==> src/hw/lfo_macros.svh <==
// Build-time constants for the LFO block.
// Include wherever the prescaler, phase width or register map is needed.
`ifndef LFO_MACROS_SVH
`define LFO_MACROS_SVH

// clock-enable cycles per oscillator tick
`define LFO_PRESCALE 16

// phase accumulator width
`define LFO_PHASE_W 16

// register byte offsets
`define LFO_REG_FREQ  4'h0
`define LFO_REG_DEPTH 4'h4
`define LFO_REG_CTRL  4'h8
`define LFO_REG_OUT   4'hC

`endif

==> src/hw/lfo_pkg.sv <==
// Shared types for the LFO block.
// Imported by the register decode, the oscillator stages and the testbench.
package lfo_pkg;

    // byte address of the register window
    typedef logic [3:0] lfo_addr_t;

    typedef enum logic [1:0] {
        LFO_SAW    = 2'd0,
        LFO_SQUARE = 2'd1,
        LFO_TRI    = 2'd2,
        LFO_NOISE  = 2'd3
    } lfo_wave_e;

    typedef enum logic [1:0] {
        AXI_OKAY   = 2'b00,
        AXI_EXOKAY = 2'b01,
        AXI_SLVERR = 2'b10,
        AXI_DECERR = 2'b11
    } lfo_resp_e;

    typedef struct packed {
        logic [7:0] freq;
        logic [6:0] amd;
        logic [6:0] pmd;
        lfo_wave_e  wave;
    } lfo_cfg_t;

    // one write byte, seen as depth or control depending on the address
    typedef union packed {
        struct packed {
            logic       pm_sel;
            logic [6:0] depth;
        } depth;
        struct packed {
            logic       restart;
            logic [4:0] rsvd;
            lfo_wave_e  wave;
        } ctrl;
    } lfo_reg_u;

endpackage

==> src/hw/lfo_cfg_if.sv <==
// Configuration bundle from the register decode to the oscillator
// and the depth scaling stage. Decode drives it through the ctrl
// modport; both consumers attach through the user modport.
`timescale 1ns/1ns

interface lfo_cfg_if;
    import lfo_pkg::*;

    // live register contents
    lfo_cfg_t cfg;
    // one-cycle oscillator restart
    logic     restart;

    modport ctrl (
        output cfg,
        output restart
    );

    modport user (
        input cfg,
        input restart
    );

endinterface

==> src/hw/lfo_reg_decode.sv <==
// AXI4-Lite slave for the LFO register map.
// Holds frequency, depths and waveform, issues the restart pulse and
// returns the current am/pm values on reads of the OUT offset.
// One write and one read may be outstanding at a time.
`timescale 1ns/1ns
`include "lfo_macros.svh"

module lfo_reg_decode (
    input  logic               clk,
    input  logic               rst,
    input  logic               awvalid,
    output logic               awready,
    input  lfo_pkg::lfo_addr_t awaddr,
    input  logic               wvalid,
    output logic               wready,
    input  logic [31:0]        wdata,
    input  logic [3:0]         wstrb,
    output logic               bvalid,
    input  logic               bready,
    output lfo_pkg::lfo_resp_e bresp,
    input  logic               arvalid,
    output logic               arready,
    input  lfo_pkg::lfo_addr_t araddr,
    output logic               rvalid,
    input  logic               rready,
    output logic [31:0]        rdata,
    output lfo_pkg::lfo_resp_e rresp,
    input  logic [7:0]         am,
    input  logic signed [7:0]  pm,
    lfo_cfg_if.ctrl            cfg_o
);
    import lfo_pkg::*;

    logic        wr_hs;
    logic        rd_hs;
    logic        wr_map;
    logic        rd_map;
    lfo_reg_u    wr_byte;
    lfo_reg_u    depth_q;
    logic [31:0] rd_word;

    assign wr_hs   = awready && awvalid && wvalid;
    assign rd_hs   = arready && arvalid;
    assign wr_byte = wdata[7:0];

    // OUT is read-only, so it is not a valid write target
    assign wr_map = (awaddr == `LFO_REG_FREQ) || (awaddr == `LFO_REG_DEPTH) ||
                    (awaddr == `LFO_REG_CTRL);
    assign rd_map = (araddr == `LFO_REG_FREQ) || (araddr == `LFO_REG_DEPTH) ||
                    (araddr == `LFO_REG_CTRL) || (araddr == `LFO_REG_OUT);

    always_comb begin
        case (araddr)
            `LFO_REG_FREQ:  rd_word = {24'd0, cfg_o.cfg.freq};
            `LFO_REG_DEPTH: rd_word = {24'd0, depth_q};
            `LFO_REG_CTRL:  rd_word = {24'd0, 6'd0, cfg_o.cfg.wave};
            `LFO_REG_OUT:   rd_word = {16'd0, pm, am};
            default:        rd_word = 32'd0;
        endcase
    end

    // handshake and response state
    always_ff @(posedge clk, posedge rst) begin
        if (rst) begin
            awready <= 1'b0;
            wready  <= 1'b0;
            bvalid  <= 1'b0;
            bresp   <= AXI_OKAY;
            arready <= 1'b0;
            rvalid  <= 1'b0;
            rresp   <= AXI_OKAY;
        end else begin
            // ready pulses for a single cycle
            awready <= awvalid && wvalid && !bvalid && !awready;
            wready  <= awvalid && wvalid && !bvalid && !awready;
            arready <= arvalid && !rvalid && !arready;
            if (wr_hs) begin
                bvalid <= 1'b1;
                bresp  <= wr_map ? AXI_OKAY : AXI_SLVERR;
            end else if (bready) begin
                bvalid <= 1'b0;
            end
            if (rd_hs) begin
                rvalid <= 1'b1;
                rresp  <= rd_map ? AXI_OKAY : AXI_SLVERR;
            end else if (rready) begin
                rvalid <= 1'b0;
            end
        end
    end

    always_ff @(posedge clk) begin
        if (rd_hs) begin
            rdata <= rd_word;
        end
    end

    // register file
    always_ff @(posedge clk, posedge rst) begin
        if (rst) begin
            cfg_o.cfg     <= '0;
            cfg_o.restart <= 1'b0;
            depth_q       <= '0;
        end else begin
            cfg_o.restart <= 1'b0;
            if (wr_hs && wstrb[0]) begin
                case (awaddr)
                    `LFO_REG_FREQ: cfg_o.cfg.freq <= wdata[7:0];
                    `LFO_REG_DEPTH: begin
                        depth_q <= wr_byte;
                        // top bit picks which depth is loaded
                        if (wr_byte.depth.pm_sel) begin
                            cfg_o.cfg.pmd <= wr_byte.depth.depth;
                        end else begin
                            cfg_o.cfg.amd <= wr_byte.depth.depth;
                        end
                    end
                    `LFO_REG_CTRL: begin
                        cfg_o.cfg.wave <= wr_byte.ctrl.wave;
                        cfg_o.restart  <= wr_byte.ctrl.restart;
                    end
                    default: ;
                endcase
            end
        end
    end

endmodule

==> src/hw/lfo_wave_gen.sv <==
// Oscillator core of the LFO.
// A prescaler divides the clock enable down to the oscillator tick.
// Each tick adds the frequency word to the phase accumulator and
// registers the selected waveform. The noise LFSR advances whenever
// the phase wraps.
`timescale 1ns/1ns
`include "lfo_macros.svh"

module lfo_wave_gen (
    input  logic       clk,
    input  logic       rst,
    input  logic       cen,
    lfo_cfg_if.user    cfg_i,
    output logic [7:0] wave_val
);
    import lfo_pkg::*;

    localparam int PW    = `LFO_PHASE_W;
    localparam int PRE_W = $clog2(`LFO_PRESCALE);

    logic [PRE_W-1:0] pre_cnt;
    logic             tick;
    logic [PW-1:0]    phase;
    logic [PW-1:0]    phase_nx;
    logic             wrap;
    logic [7:0]       lfsr;
    logic [7:0]       lfsr_nx;
    logic [7:0]       wave_nx;

    assign tick = cen && (pre_cnt == PRE_W'(`LFO_PRESCALE - 1));

    // carry out of the accumulator marks a phase wrap
    assign {wrap, phase_nx} = {1'b0, phase} + (PW + 1)'(cfg_i.cfg.freq);

    // Fibonacci LFSR, taps 8 6 5 4
    assign lfsr_nx = wrap ? {lfsr[6:0], lfsr[7] ^ lfsr[5] ^ lfsr[4] ^ lfsr[3]} : lfsr;

    always_comb begin
        case (cfg_i.cfg.wave)
            LFO_SAW:    wave_nx = phase_nx[PW-1 -: 8];
            LFO_SQUARE: wave_nx = {8{phase_nx[PW-1]}};
            // second half of the period folds back down
            LFO_TRI:    wave_nx = phase_nx[PW-2 -: 8] ^ {8{phase_nx[PW-1]}};
            default:    wave_nx = lfsr_nx;
        endcase
    end

    always_ff @(posedge clk, posedge rst) begin
        if (rst) begin
            pre_cnt  <= '0;
            phase    <= '0;
            lfsr     <= 8'h01;
            wave_val <= 8'd0;
        end else if (cfg_i.restart) begin
            // restart does not wait for the clock enable
            pre_cnt <= '0;
            phase   <= '0;
        end else if (cen) begin
            if (tick) begin
                pre_cnt  <= '0;
                phase    <= phase_nx;
                lfsr     <= lfsr_nx;
                wave_val <= wave_nx;
            end else begin
                pre_cnt <= pre_cnt + 1'b1;
            end
        end
    end

endmodule

==> src/hw/lfo_depth_scale.sv <==
// Result stage of the LFO.
// Scales the waveform by the AM depth into an unsigned value and by the
// PM depth into a signed value centred on zero. Both are registered
// under the clock enable.
`timescale 1ns/1ns

module lfo_depth_scale (
    input  logic              clk,
    input  logic              rst,
    input  logic              cen,
    input  logic [7:0]        wave_val,
    lfo_cfg_if.user           cfg_i,
    output logic [7:0]        am,
    output logic signed [7:0] pm
);

    logic [14:0]        am_prod;
    logic [7:0]         am_nx;
    logic signed [7:0]  wave_s;
    logic signed [15:0] pm_prod;
    logic signed [15:0] pm_sh;
    logic signed [7:0]  pm_nx;

    // 8 x 7 bit product, keep the top byte
    assign am_prod = wave_val * cfg_i.cfg.amd;
    assign am_nx   = am_prod[14:7];

    // wave_val - 128 is the same as flipping the msb
    assign wave_s  = $signed({~wave_val[7], wave_val[6:0]});
    assign pm_prod = wave_s * $signed({1'b0, cfg_i.cfg.pmd});
    assign pm_sh   = pm_prod >>> 7;

    // zero depth must give exactly zero
    assign pm_nx = (cfg_i.cfg.pmd == 7'd0) ? 8'sd0 : pm_sh[7:0];

    always_ff @(posedge clk, posedge rst) begin
        if (rst) begin
            am <= 8'd0;
            pm <= 8'sd0;
        end else if (cen) begin
            am <= am_nx;
            pm <= pm_nx;
        end
    end

endmodule

==> src/hw/lfo_top.sv <==
// Top level of the LFO block.
// Exposes a plain AXI4-Lite slave for configuration and the am/pm
// modulation outputs. cen qualifies all oscillator and output updates.
`timescale 1ns/1ns

module lfo_top (
    input  logic              clk,
    input  logic              rst,
    input  logic              cen,
    input  logic              awvalid,
    output logic              awready,
    input  logic [3:0]        awaddr,
    input  logic              wvalid,
    output logic              wready,
    input  logic [31:0]       wdata,
    input  logic [3:0]        wstrb,
    output logic              bvalid,
    input  logic              bready,
    output logic [1:0]        bresp,
    input  logic              arvalid,
    output logic              arready,
    input  logic [3:0]        araddr,
    output logic              rvalid,
    input  logic              rready,
    output logic [31:0]       rdata,
    output logic [1:0]        rresp,
    output logic [7:0]        am,
    output logic signed [7:0] pm
);

    logic [7:0] wave_val;

    lfo_cfg_if cfg_bus ();

    lfo_reg_decode i_decode (
        .clk     (clk),
        .rst     (rst),
        .awvalid (awvalid),
        .awready (awready),
        .awaddr  (awaddr),
        .wvalid  (wvalid),
        .wready  (wready),
        .wdata   (wdata),
        .wstrb   (wstrb),
        .bvalid  (bvalid),
        .bready  (bready),
        .bresp   (bresp),
        .arvalid (arvalid),
        .arready (arready),
        .araddr  (araddr),
        .rvalid  (rvalid),
        .rready  (rready),
        .rdata   (rdata),
        .rresp   (rresp),
        .am      (am),
        .pm      (pm),
        .cfg_o   (cfg_bus.ctrl)
    );

    lfo_wave_gen i_wave (
        .clk      (clk),
        .rst      (rst),
        .cen      (cen),
        .cfg_i    (cfg_bus.user),
        .wave_val (wave_val)
    );

    // outputs loop back to decode for the OUT readback
    lfo_depth_scale i_scale (
        .clk      (clk),
        .rst      (rst),
        .cen      (cen),
        .wave_val (wave_val),
        .cfg_i    (cfg_bus.user),
        .am       (am),
        .pm       (pm)
    );

endmodule

==> config.mk <==
export PLATFORM = sky130hd
export DESIGN_NAME = lfo_top
export DESIGN_NICKNAME = d
export VERILOG_FILES = /design/src/hw/lfo_pkg.sv /design/src/hw/lfo_cfg_if.sv /design/src/hw/lfo_reg_decode.sv /design/src/hw/lfo_wave_gen.sv /design/src/hw/lfo_depth_scale.sv /design/src/hw/lfo_top.sv
export VERILOG_INCLUDE_DIRS = /design/src /design/src/hw
export SDC_FILE = /design/constraint.sdc
export NUM_CORES = 1
export LEC_CHECK = 0
export BUFFER_PORTS_ARGS = -buffer_cell sky130_fd_sc_hd__buf_2
export CORE_UTILIZATION = 54
export CTS_CLUSTER_DIAMETER = 40
export DETAILED_ROUTE_END_ITERATION = 12
export PLACE_DENSITY = 0.78
export SLEW_MARGIN = 10
export SYNTH_ARGS = -nofsm -noshare
export SYNTH_HDL_FRONTEND = slang
export SYNTH_SLANG_ARGS = --single-unit
==> constraint.sdc <==
create_clock -name clk -period 4.8 [get_ports clk]
set_input_delay 0.24 -clock clk [delete_from_list [all_inputs] [get_ports clk]]
set_output_delay 0.24 -clock clk [all_outputs]
set_load 0.05 [all_outputs]
==> results.ini, run 1 <==
[status]
outcome = finished, final reports clean

[worst_setup_path]
critPathRequiredTime_ns = 5.03
start_kind = flop
crit_arrival_ns = 4.82
reg2reg_from = i_decode.cfg_o.cfg[10]
end_kind = flop
crit_type = flop to flop
critPathMaxFanout = 9
r2r_slack_ns = 0.21
crit_start = i_decode.cfg_o.cfg[10]

[synth]
seq_area_frac_synth_pct = 30.08
synth-seq-cells = 107
avgSynthCellArea_um2 = 10.00
ys_types = 75
yosys_warnings = 0
synth-edff-count = 16
synthCells = 917
synth_area_um2 = 9171
ys.flop_type = dfrtp_1
synthArstFlopShare_pct = 85.05

[clock_tree]
cts_root_buf = clkbuf_16
htreeDepth = 3
cts_resized = 0
cts_setup_buffers = 0
cts_sinks = 107
clk_pin_slew_ns = 0.07
cts_tree = done
cts_inserted_buffers = 9
hold_buffers = 0
insertion_delay_ns = 0.35
clockBufferDepth = 2

[detailed_routing]
drt_wl_total_mm = 19.06
vias_per_cell = 5.418
dr.first_iter.drc_count = 306
vias = 6523
drt_drc_violations_left = 0
ant_nets = 0
drtPass1Iterations = 4
routedWlPerCell_um = 15.83

[cells_and_area]
drive_above_1_share_pct = 16.77
fin_cells = 1204
final_nets = 1170
final_cell_mix = inv_1, dfrtp_1, and2_1
nFillCells = 1385
regArea_um2 = 2764
syn_to_final_growth_pct = 9.400
layout_commonest_cell = inv_1
num_antenna_cells = 0
multiInputGateArea_um2 = 5838

[placement]
hpwl_mm = 14.78
dp_cells = 1188
portBuffers = 63
place_ws_ns = 0.1127
gp_congestion = 0.8537

[die]
initial_utilization_pct = 55.30
rows = 47
fp.dieArea_um2 = 17510
core_um2 = 16580
ios = 109
die_x_um = 132.3
die_h_um = 132.3

[sta]
worstMarginPinSlew_ns = 0.9939
setup_slack_ns = 0.2117
finalCritPeriodShare_pct = 95.59
slew_violations = 0
layout_min_cycle_time_ns = 4.588
hold_violations = 0
timing.fmax_mhz = 217.9
slew_headroom_pct = 33.74
finalSetupViolations = 0
skew_ns = 0.009974

[power_and_ir_drop]
ir_drop_uv = 221.4
power.density_nw_per_um2 = 223.6
p_leak_nw = 5.152

[global_route]
grt_max_degree = 54
grt_use_total_pct = 23.17
grt_pass1_vias = 6510
grt_pass1_wl_mm = 32.14
grt_antenna_before_repair = 0
grt-ovfl-total = 0

[hold_path]
hp-start = bready
min_path_type = input port to flop

[job]
drv_cap = 0

cells in the mapped netlist (3+ instances only):
| library cell | instances | area share (%) |
|---|---|---|
| nand3_1 | 9 | 0.49 |
| ha_1 | 67 | 9.1 |
| and3_1 | 13 | 0.89 |
| edfxtp_1 | 16 | 5.2 |
| nor3b_1 | 4 | 0.33 |
| nor3_1 | 5 | 0.27 |
| or3_1 | 4 | 0.27 |
| a31oi_1 | 4 | 0.27 |
| mux2_2 | 33 | 4.1 |
| a211oi_1 | 9 | 0.74 |
| xnor2_1 | 26 | 2.5 |
| nor2b_1 | 7 | 0.48 |
| nand2_1 | 81 | 3.3 |
| o211ai_1 | 5 | 0.41 |
| o22ai_1 | 8 | 0.55 |
| a21o_1 | 10 | 0.82 |
| nand4_1 | 7 | 0.48 |
| mux2_4 | 7 | 1.1 |
| nor2_1 | 49 | 2.0 |
| a21oi_1 | 38 | 2.1 |
| buf_2 | 3 | 0.16 |
| clkbuf_1 | 24 | 0.98 |
| buf_4 | 20 | 1.6 |
| inv_1 | 102 | 4.2 |
| dfrtp_1 | 90 | 25 |
| fa_1 | 72 | 16 |
| a41oi_1 | 3 | 0.29 |
| xor2_1 | 21 | 2.0 |
| o21ai_0 | 15 | 0.82 |
| or2_2 | 3 | 0.20 |
| nand2b_1 | 9 | 0.61 |
| mux2i_1 | 17 | 1.9 |
| and2_1 | 83 | 5.7 |
report_power, final:
group	switching [mW]	internal [mW]	total (mW)	leakage [nW]
Combinational	0.301	0.159	0.460	3.63
Sequential	0.0666	0.984	1.05	1.38
Clock	0.327	0.406	0.733	0.137
critical path, cell delays in order (launching register included):
cell	delay [ns]
dfrtp_1	0.48
nand2_1	0.12
fa_1	0.52
fa_1	0.54
inv_1	0.05
fa_1	0.49
fa_1	0.42
ha_1	0.32
a21o_1	0.20
a21oi_1	0.19
o221ai_1	0.19
buf_4	0.19
a21o_1	0.17
a21oi_1	0.23
buf_4	0.16
o211ai_1	0.07
o311a_1	0.13
final timing paths:
kind | end | cells after the start
max | i_scale.am[7] | 16
min | i_decode.bvalid | 2
max reg2reg | i_scale.am[7] | 16
min reg2reg | i_decode.arready | 1
max in group asynchronous | i_wave.wave_val[5] | 3
min in group asynchronous | i_wave.phase[10] | 2
per-layer routing:
metal,track usage [%],part of all wire [%],routed length (um),vias to the layer above
met5,0,0,0,-
met2,38.39,49,9281,146
met4,6.960,1.8,348,0
li1,-,-,-,3145
met3,4.152,4.5,850,30
met1,31.08,45,8580,3202
cell type report:
cell class              count  area share [%]
well taps                 220           2.743
clock inverters             4          0.5113
inverters                 103           3.941
flip-flops and latches    107           27.55
multi-input cells         674           58.19
clock buffers              12           2.357
repair buffers             84           4.714
sequential cells by signal, summed over array words and instances (netlist names), 4 cells and up:
signal / count
i_wave.pre_cnt: 4
i_scale.am: 8
i_decode.depth_q: 8
i_wave.phase: 16
i_wave.lfsr: 8
i_scale.pm: 8
i_decode.rdata: 16
i_decode.cfg_o.cfg: 24
i_wave.wave_val: 8
cell families (layout without fill, tap and decap cells):
logic type / after synthesis / count (layout) / synth area share, %
AO/OA/AOI/OAI: 121 / 121 / 8.868
XOR/XNOR: 47 / 47 / 4.488
adder cells (fa/ha/maj): 139 / 139 / 24.86
buffers and inverters: 153 / 203 / 7.285
flip-flops: 107 / 107 / 30.08
multiplexers: 59 / 59 / 7.544
other: 1 / 18 / 0.04089
AND/OR/NAND/NOR: 290 / 290 / 16.84
metrics by stage:
stage               power, mW   TNS, ns  hold slack [ns]  cell area, um2  util, %
detailed placement      1.525         0           0.4253            9711    58.56
finish                  2.243         0          0.05661           10030    60.50
floorplan               1.402         0           0.3364            9235        -
CTS                     2.263         0          0.05016            9998    60.29
global placement        1.512         0           0.4208            9711    58.56
global route            2.348  -0.01918          0.06454           10030    60.50
No activity file was read; power rests on OpenSTA's default activity.
==> run 2, diff against run 1 <==
==> constraint.sdc (replaced) <==
create_clock -name clk -period 4.8 [get_ports clk]
set_input_delay 0 -clock clk [delete_from_list [all_inputs] [get_ports clk]]
set_output_delay 0 -clock clk [all_outputs]
set_load 0.05 [all_outputs]
==> results.ini, run 2 (same netlist as run 1, synthesis figures left out) <==
[clock_tree]
cts_setup_buffers = 0
clk_pin_slew_ns = 0.08
htreeDepth = 3
cts_inserted_buffers = 9
cts_root_buf = clkbuf_16
clockBufferDepth = 2
insertion_delay_ns = 0.36
cts_tree = done
cts_sinks = 107

[placement]
dpl_cell_area_um2 = 9688
hpwl_mm = 14.94
portBuffers = 63
gp_congestion = 0.8404
dp_cells = 1185

[sta]
fin_setup_tns_ns = 0
hold_violations = 0
slew_headroom_pct = 32.65
slew_violations = 0
hold_ws_ns = 0.01708
layout_min_cycle_time_ns = 4.614
worstMarginPinSlew_ns = 1.007
finalCritPeriodShare_pct = 96.13
skew_ns = 0.01290
timing.fmax_mhz = 216.7
finalSetupViolations = 0

[die]
ios = 109
core_um2 = 16580
die_h_um = 132.3
rows = 47
initial_utilization_pct = 55.30
fp.dieArea_um2 = 17510
die_x_um = 132.3

[worst_setup_path]
critPathMaxFanout = 7
reg2reg_from = i_wave.wave_val[3]
crit_start = i_wave.wave_val[3]
end_kind = flop
critPathRequiredTime_ns = 5.00
crit_type = flop to flop
start_kind = flop
crit_arrival_ns = 4.82

[cells_and_area]
top_regs = i_decode.cfg_o.cfg: 24 flops, i_decode.rdata: 16 flops, i_wave.phase: 16 flops
fin_cells = 1219
drive_above_1_share_pct = 16.62
layout_commonest_cell = inv_1
num_antenna_cells = 0
final_area_um2 = 10200
syn_to_final_growth_pct = 11.20
top_register = i_decode.cfg_o.cfg
final_nets = 1185
largest_reg_flops = 24
final_cell_mix = inv_1, dfrtp_1, and2_1

[power_and_ir_drop]
swShare_pct = 32.38
intPower_mw = 1.541
power.density_nw_per_um2 = 223.5
power.total_mw = 2.279
ir_drop_uv = 235.2
combPwrFrac_pct = 20.5
pwr-share-clk_pct = 33.2
power_frac_seq_pct = 46.3
p_leak_nw = 5.224
p_switching_mw = 0.7380

[detailed_routing]
dr.first_iter.drc_count = 386
drt_drc_violations_left = 0
ant_nets = 0
drt_wl_total_mm = 20.04
routedWlPerCell_um = 16.44
vias = 6733
vias_per_cell = 5.523
drtPass1Iterations = 8

[global_route]
grt_max_degree = 52
grt-ovfl-total = 0
grt_use_total_pct = 24.18
grt_pass1_vias = 6828
grt_pass1_wl_mm = 33.52
grt_antenna_before_repair = 0

[status]
outcome = finished, final reports clean

[hold_path]
min_path_type = input port to flop
hp-start = awaddr[2]

[job]
drv_cap = 0

## run 2: what timing repair did
action | 4_1_cts | 5_1_grt
hold buffers | 18 | 0
setup endpoints to repair | 0 | 6
gates resized for setup | 0 | 10
hold endpoints to repair | 80 | 0
## run 2: cell type report
class | count | area, um2
Fill cell | 1369 | 6385
Multi-Input combinational cell | 674 | 5829
Sequential cell | 107 | 2765
Timing Repair Buffer | 99 | 630.6
Inverter | 103 | 395.4
Tap cell | 220 | 275.3
Clock buffer | 10 | 250.2
Clock inverter | 6 | 52.55
## run 2: worst max-delay path, cell delays in order, from the launching register on
cell and delay (ns):
dfrtp_1 0.46, and2_1 0.21, fa_1 0.53, inv_1 0.05
fa_1 0.47, inv_1 0.06, fa_1 0.54, inv_1 0.06
fa_1 0.52, inv_1 0.04, ha_1 0.35, a21o_1 0.17
a21o_1 0.18, a41oi_2 0.19, a21oi_2 0.12, a41oi_1 0.26
xnor2_1 0.15, o22ai_1 0.08
## run 2: power by group through the flow
stage          logic, mW  registers [mW]  clock network (mW)
5_1_grt            0.514            1.07               0.802
3_5_place_dp       0.447            1.07                   0
2_1_floorplan      0.302            1.10                   0
6_report           0.467            1.06               0.757
4_1_cts            0.464            1.05               0.767
3_3_place_gp       0.437            1.07                   0
## run 2: metal layers
metal  share of wire [%]  vias to the layer above  global-route usage [%]
met1                  43                     3305                   31.32
met4                 2.0                        0                   7.344
met2                  50                      222                   42.02
li1                    -                     3174                       -
met5                   0                        -                       0
met3                 5.1                       32                   3.422
## run 2: final timing paths
check,slack [ns],cells after the start,endpoint
setup / recovery,0.19,17,i_scale.pm[7]
min in group asynchronous,0.36,3,i_wave.phase[13]
hold reg to reg,0.46,1,i_decode.arready
hold / removal,0.02,3,i_decode.cfg_o.restart
setup reg to reg,0.19,17,i_scale.pm[7]
max in group asynchronous,3.37,4,i_wave.wave_val[4]
## run 2: metrics by stage
step	setup WS, ns	utilization, %
after floorplan	0.2007	-
after global routing	-0.002441	61.50
after global placement	0.1890	58.42
after CTS	0.008018	61.33
final	0.1858	61.50
after detailed placement	0.05013	58.42
==> run 3, diff against run 2 <==
--- a/config.mk
+++ b/config.mk
@@ -6,12 +6,12 @@
 export SDC_FILE = /design/constraint.sdc
 export NUM_CORES = 1
 export LEC_CHECK = 0
-export BUFFER_PORTS_ARGS = -buffer_cell sky130_fd_sc_hd__buf_2
-export CORE_UTILIZATION = 54
+export CORE_UTILIZATION = 59
 export CTS_CLUSTER_DIAMETER = 40
 export DETAILED_ROUTE_END_ITERATION = 12
+export DONT_BUFFER_PORTS = 1
 export PLACE_DENSITY = 0.78
-export SLEW_MARGIN = 10
+export SLEW_MARGIN = 40
 export SYNTH_ARGS = -nofsm -noshare
 export SYNTH_HDL_FRONTEND = slang
 export SYNTH_SLANG_ARGS = --single-unit
==> results.ini, run 3 (same netlist as run 1, synthesis figures left out) <==
[sta]
layout_min_cycle_time_ns = 4.580
fin_setup_tns_ns = 0
finalSetupViolations = 0
worstMarginPinSlew_ns = 0.7654
slew_headroom_pct = 48.97
hold_violations = 0
timing.fmax_mhz = 218.4
finalCritPeriodShare_pct = 95.41
slew_violations = 0
setup_slack_ns = 0.2202
skew_ns = 0.01036

[cells_and_area]
fin_cells = 1137
final_area_um2 = 10000
drive_above_1_share_pct = 11.60
multiInputGateArea_um2 = 5844
regArea_um2 = 2766
top_regs = i_decode.cfg_o.cfg: 24 flops, i_decode.rdata: 16 flops, i_wave.phase: 16 flops
final_nets = 1134
largest_reg_flops = 24
final_cell_mix = inv_1, dfrtp_1, and2_1
top_register = i_decode.cfg_o.cfg
layout_commonest_cell = inv_1
nFillCells = 1161
syn_to_final_growth_pct = 9.045

[detailed_routing]
drt_drc_violations_left = 0
drt_wl_total_mm = 19.60
dr.first_iter.drc_count = 366
ant_nets = 0
drtPass1Iterations = 5
routedWlPerCell_um = 17.24
vias = 6494
vias_per_cell = 5.712

[hold_path]
whs_path_depth = 3
min_path_type = input port to flop
holdPathEnd = i_decode.rdata[4]
hp-start = araddr[3]

[global_route]
grt_antenna_before_repair = 1
grt_pass1_wl_mm = 32.82
grt_pass1_vias = 6585
grt-ovfl-total = 0
grt_max_degree = 62
grt_use_total_pct = 26.17

[die]
fp.dieArea_um2 = 16050
die_x_um = 126.7
initial_utilization_pct = 60.33
core_um2 = 15200
ios = 109
rows = 45
die_h_um = 126.7

[placement]
hpwl_mm = 14.33
portBuffers = 0
place_ws_ns = 0.09146
dpl_cell_area_um2 = 9353
dp_cells = 1092
gp_congestion = 0.8890

[clock_tree]
cts_root_buf = clkbuf_16
cts_tree = done
clk_pin_slew_ns = 0.08
insertion_delay_ns = 0.37
htreeDepth = 3
clockBufferDepth = 2
cts_sinks = 107
cts_inserted_buffers = 9

[worst_setup_path]
critPathRequiredTime_ns = 5.05
worstRegToRegCells = 14
reg2reg_from = i_wave.wave_val[5]
slowest_stage = fa_1
end_kind = flop
crit_path_cell_trace = nand2_1, fa_1, fa_1, inv_1, fa_1, fa_1, ha_1, a21o_1, a21oi_1, o221ai_1, a2111oi_1, o21bai_1, xnor2_1, mux2i_1
critPathMaxFanout = 8
crit_arrival_ns = 4.83
r2r_slack_ns = 0.22
crit_type = flop to flop
max_stage_delay_ns = 0.56
start_kind = flop
cp_common_cell = fa_1
reg2reg_to = i_scale.am[6]

[job]
drv_cap = 0

[power_and_ir_drop]
power.total_mw = 2.307
ir_drop_uv = 176.1
power.density_nw_per_um2 = 230.7
p_leak_nw = 5.018

[status]
outcome = finished, final reports clean

==> run 3: cell count changes in the layout (fill, tap and decap cells not counted), moves of 2 or more <==
cell           previous run  this run
clkinvlp_4                2         0
inv_12                    0         2
dlygate4sd3_1            18        25
inv_8                     2         4
buf_2                    63         0
buf_4                    18        21
==> run 3: layout make-up <==
cell class	instances	share of cell area, %
Clock inverter	7	0.9133
Sequential cell	107	27.66
Clock buffer	9	2.252
Multi-Input combinational cell	674	58.44
Inverter	103	3.966
Tap cell	188	2.352
Antenna cell	1	0.02502
Timing Repair Buffer	48	4.391
==> run 3: layer usage <==
| layer | vias to the layer above | global-route usage [%] | wire, um |
|---|---|---|---|
| li1 | 3080 | - | - |
| met1 | 3204 | 34.37 | 8506 |
| met2 | 183 | 44.26 | 9619 |
| met3 | 27 | 4.808 | 1101 |
| met4 | 0 | 8.123 | 373 |
| met5 | - | 0 | 0 |
==> run 3: what timing repair did <==
item	in CTS	in global routing
endpoints found under the setup margin	0	8
buffers inserted	0	2
resized for setup	0	10
hold buffers	26	0
hold endpoints to repair	94	0
==> run 3: report_power, final <==
group	leakage (nW)	total (mW)	switching [mW]	internal, mW
logic	3.48	0.401	0.239	0.162
clock network	0.155	0.794	0.409	0.384
registers	1.38	1.11	0.127	0.985
total	5.02	2.31	0.776	1.53
==> run 3: stage by stage <==
step | util, % | hold WS (ns)
global route | 65.79 | 0.01532
finish | 65.79 | 0.003565
detailed placement | 61.52 | -0.1029
floorplan | - | 0.09645
global placement | 61.50 | -0.1074
CTS | 65.38 | 0.002095
==> run 3: worst max-delay path: cells and delay by family (launching register included) <==
family          cells  cell delay, ns
flops               1            0.47
xor+xnor            1            0.15
simple gates        1            0.12
mux                 1            0.08
buf+inv             1            0.05
compound gates      5            1.29
fa+ha+maj           5            2.31
==> run 3: worst max-delay path by stage <==
stage	slack (ns)	cells past startpoint	end	from
after floorplan	0.20	18	i_scale.pm[7]	i_wave.wave_val[4]
after CTS	0.06	17	i_scale.pm[7]	i_wave.wave_val[3]
after detailed placement	0.09	17	i_scale.pm[7]	i_wave.wave_val[3]
final	0.22	14	i_scale.am[6]	i_wave.wave_val[5]
after global placement	0.16	17	i_scale.pm[7]	i_wave.wave_val[3]
after global routing	-0.002	17	i_scale.pm[7]	i_wave.wave_val[3]
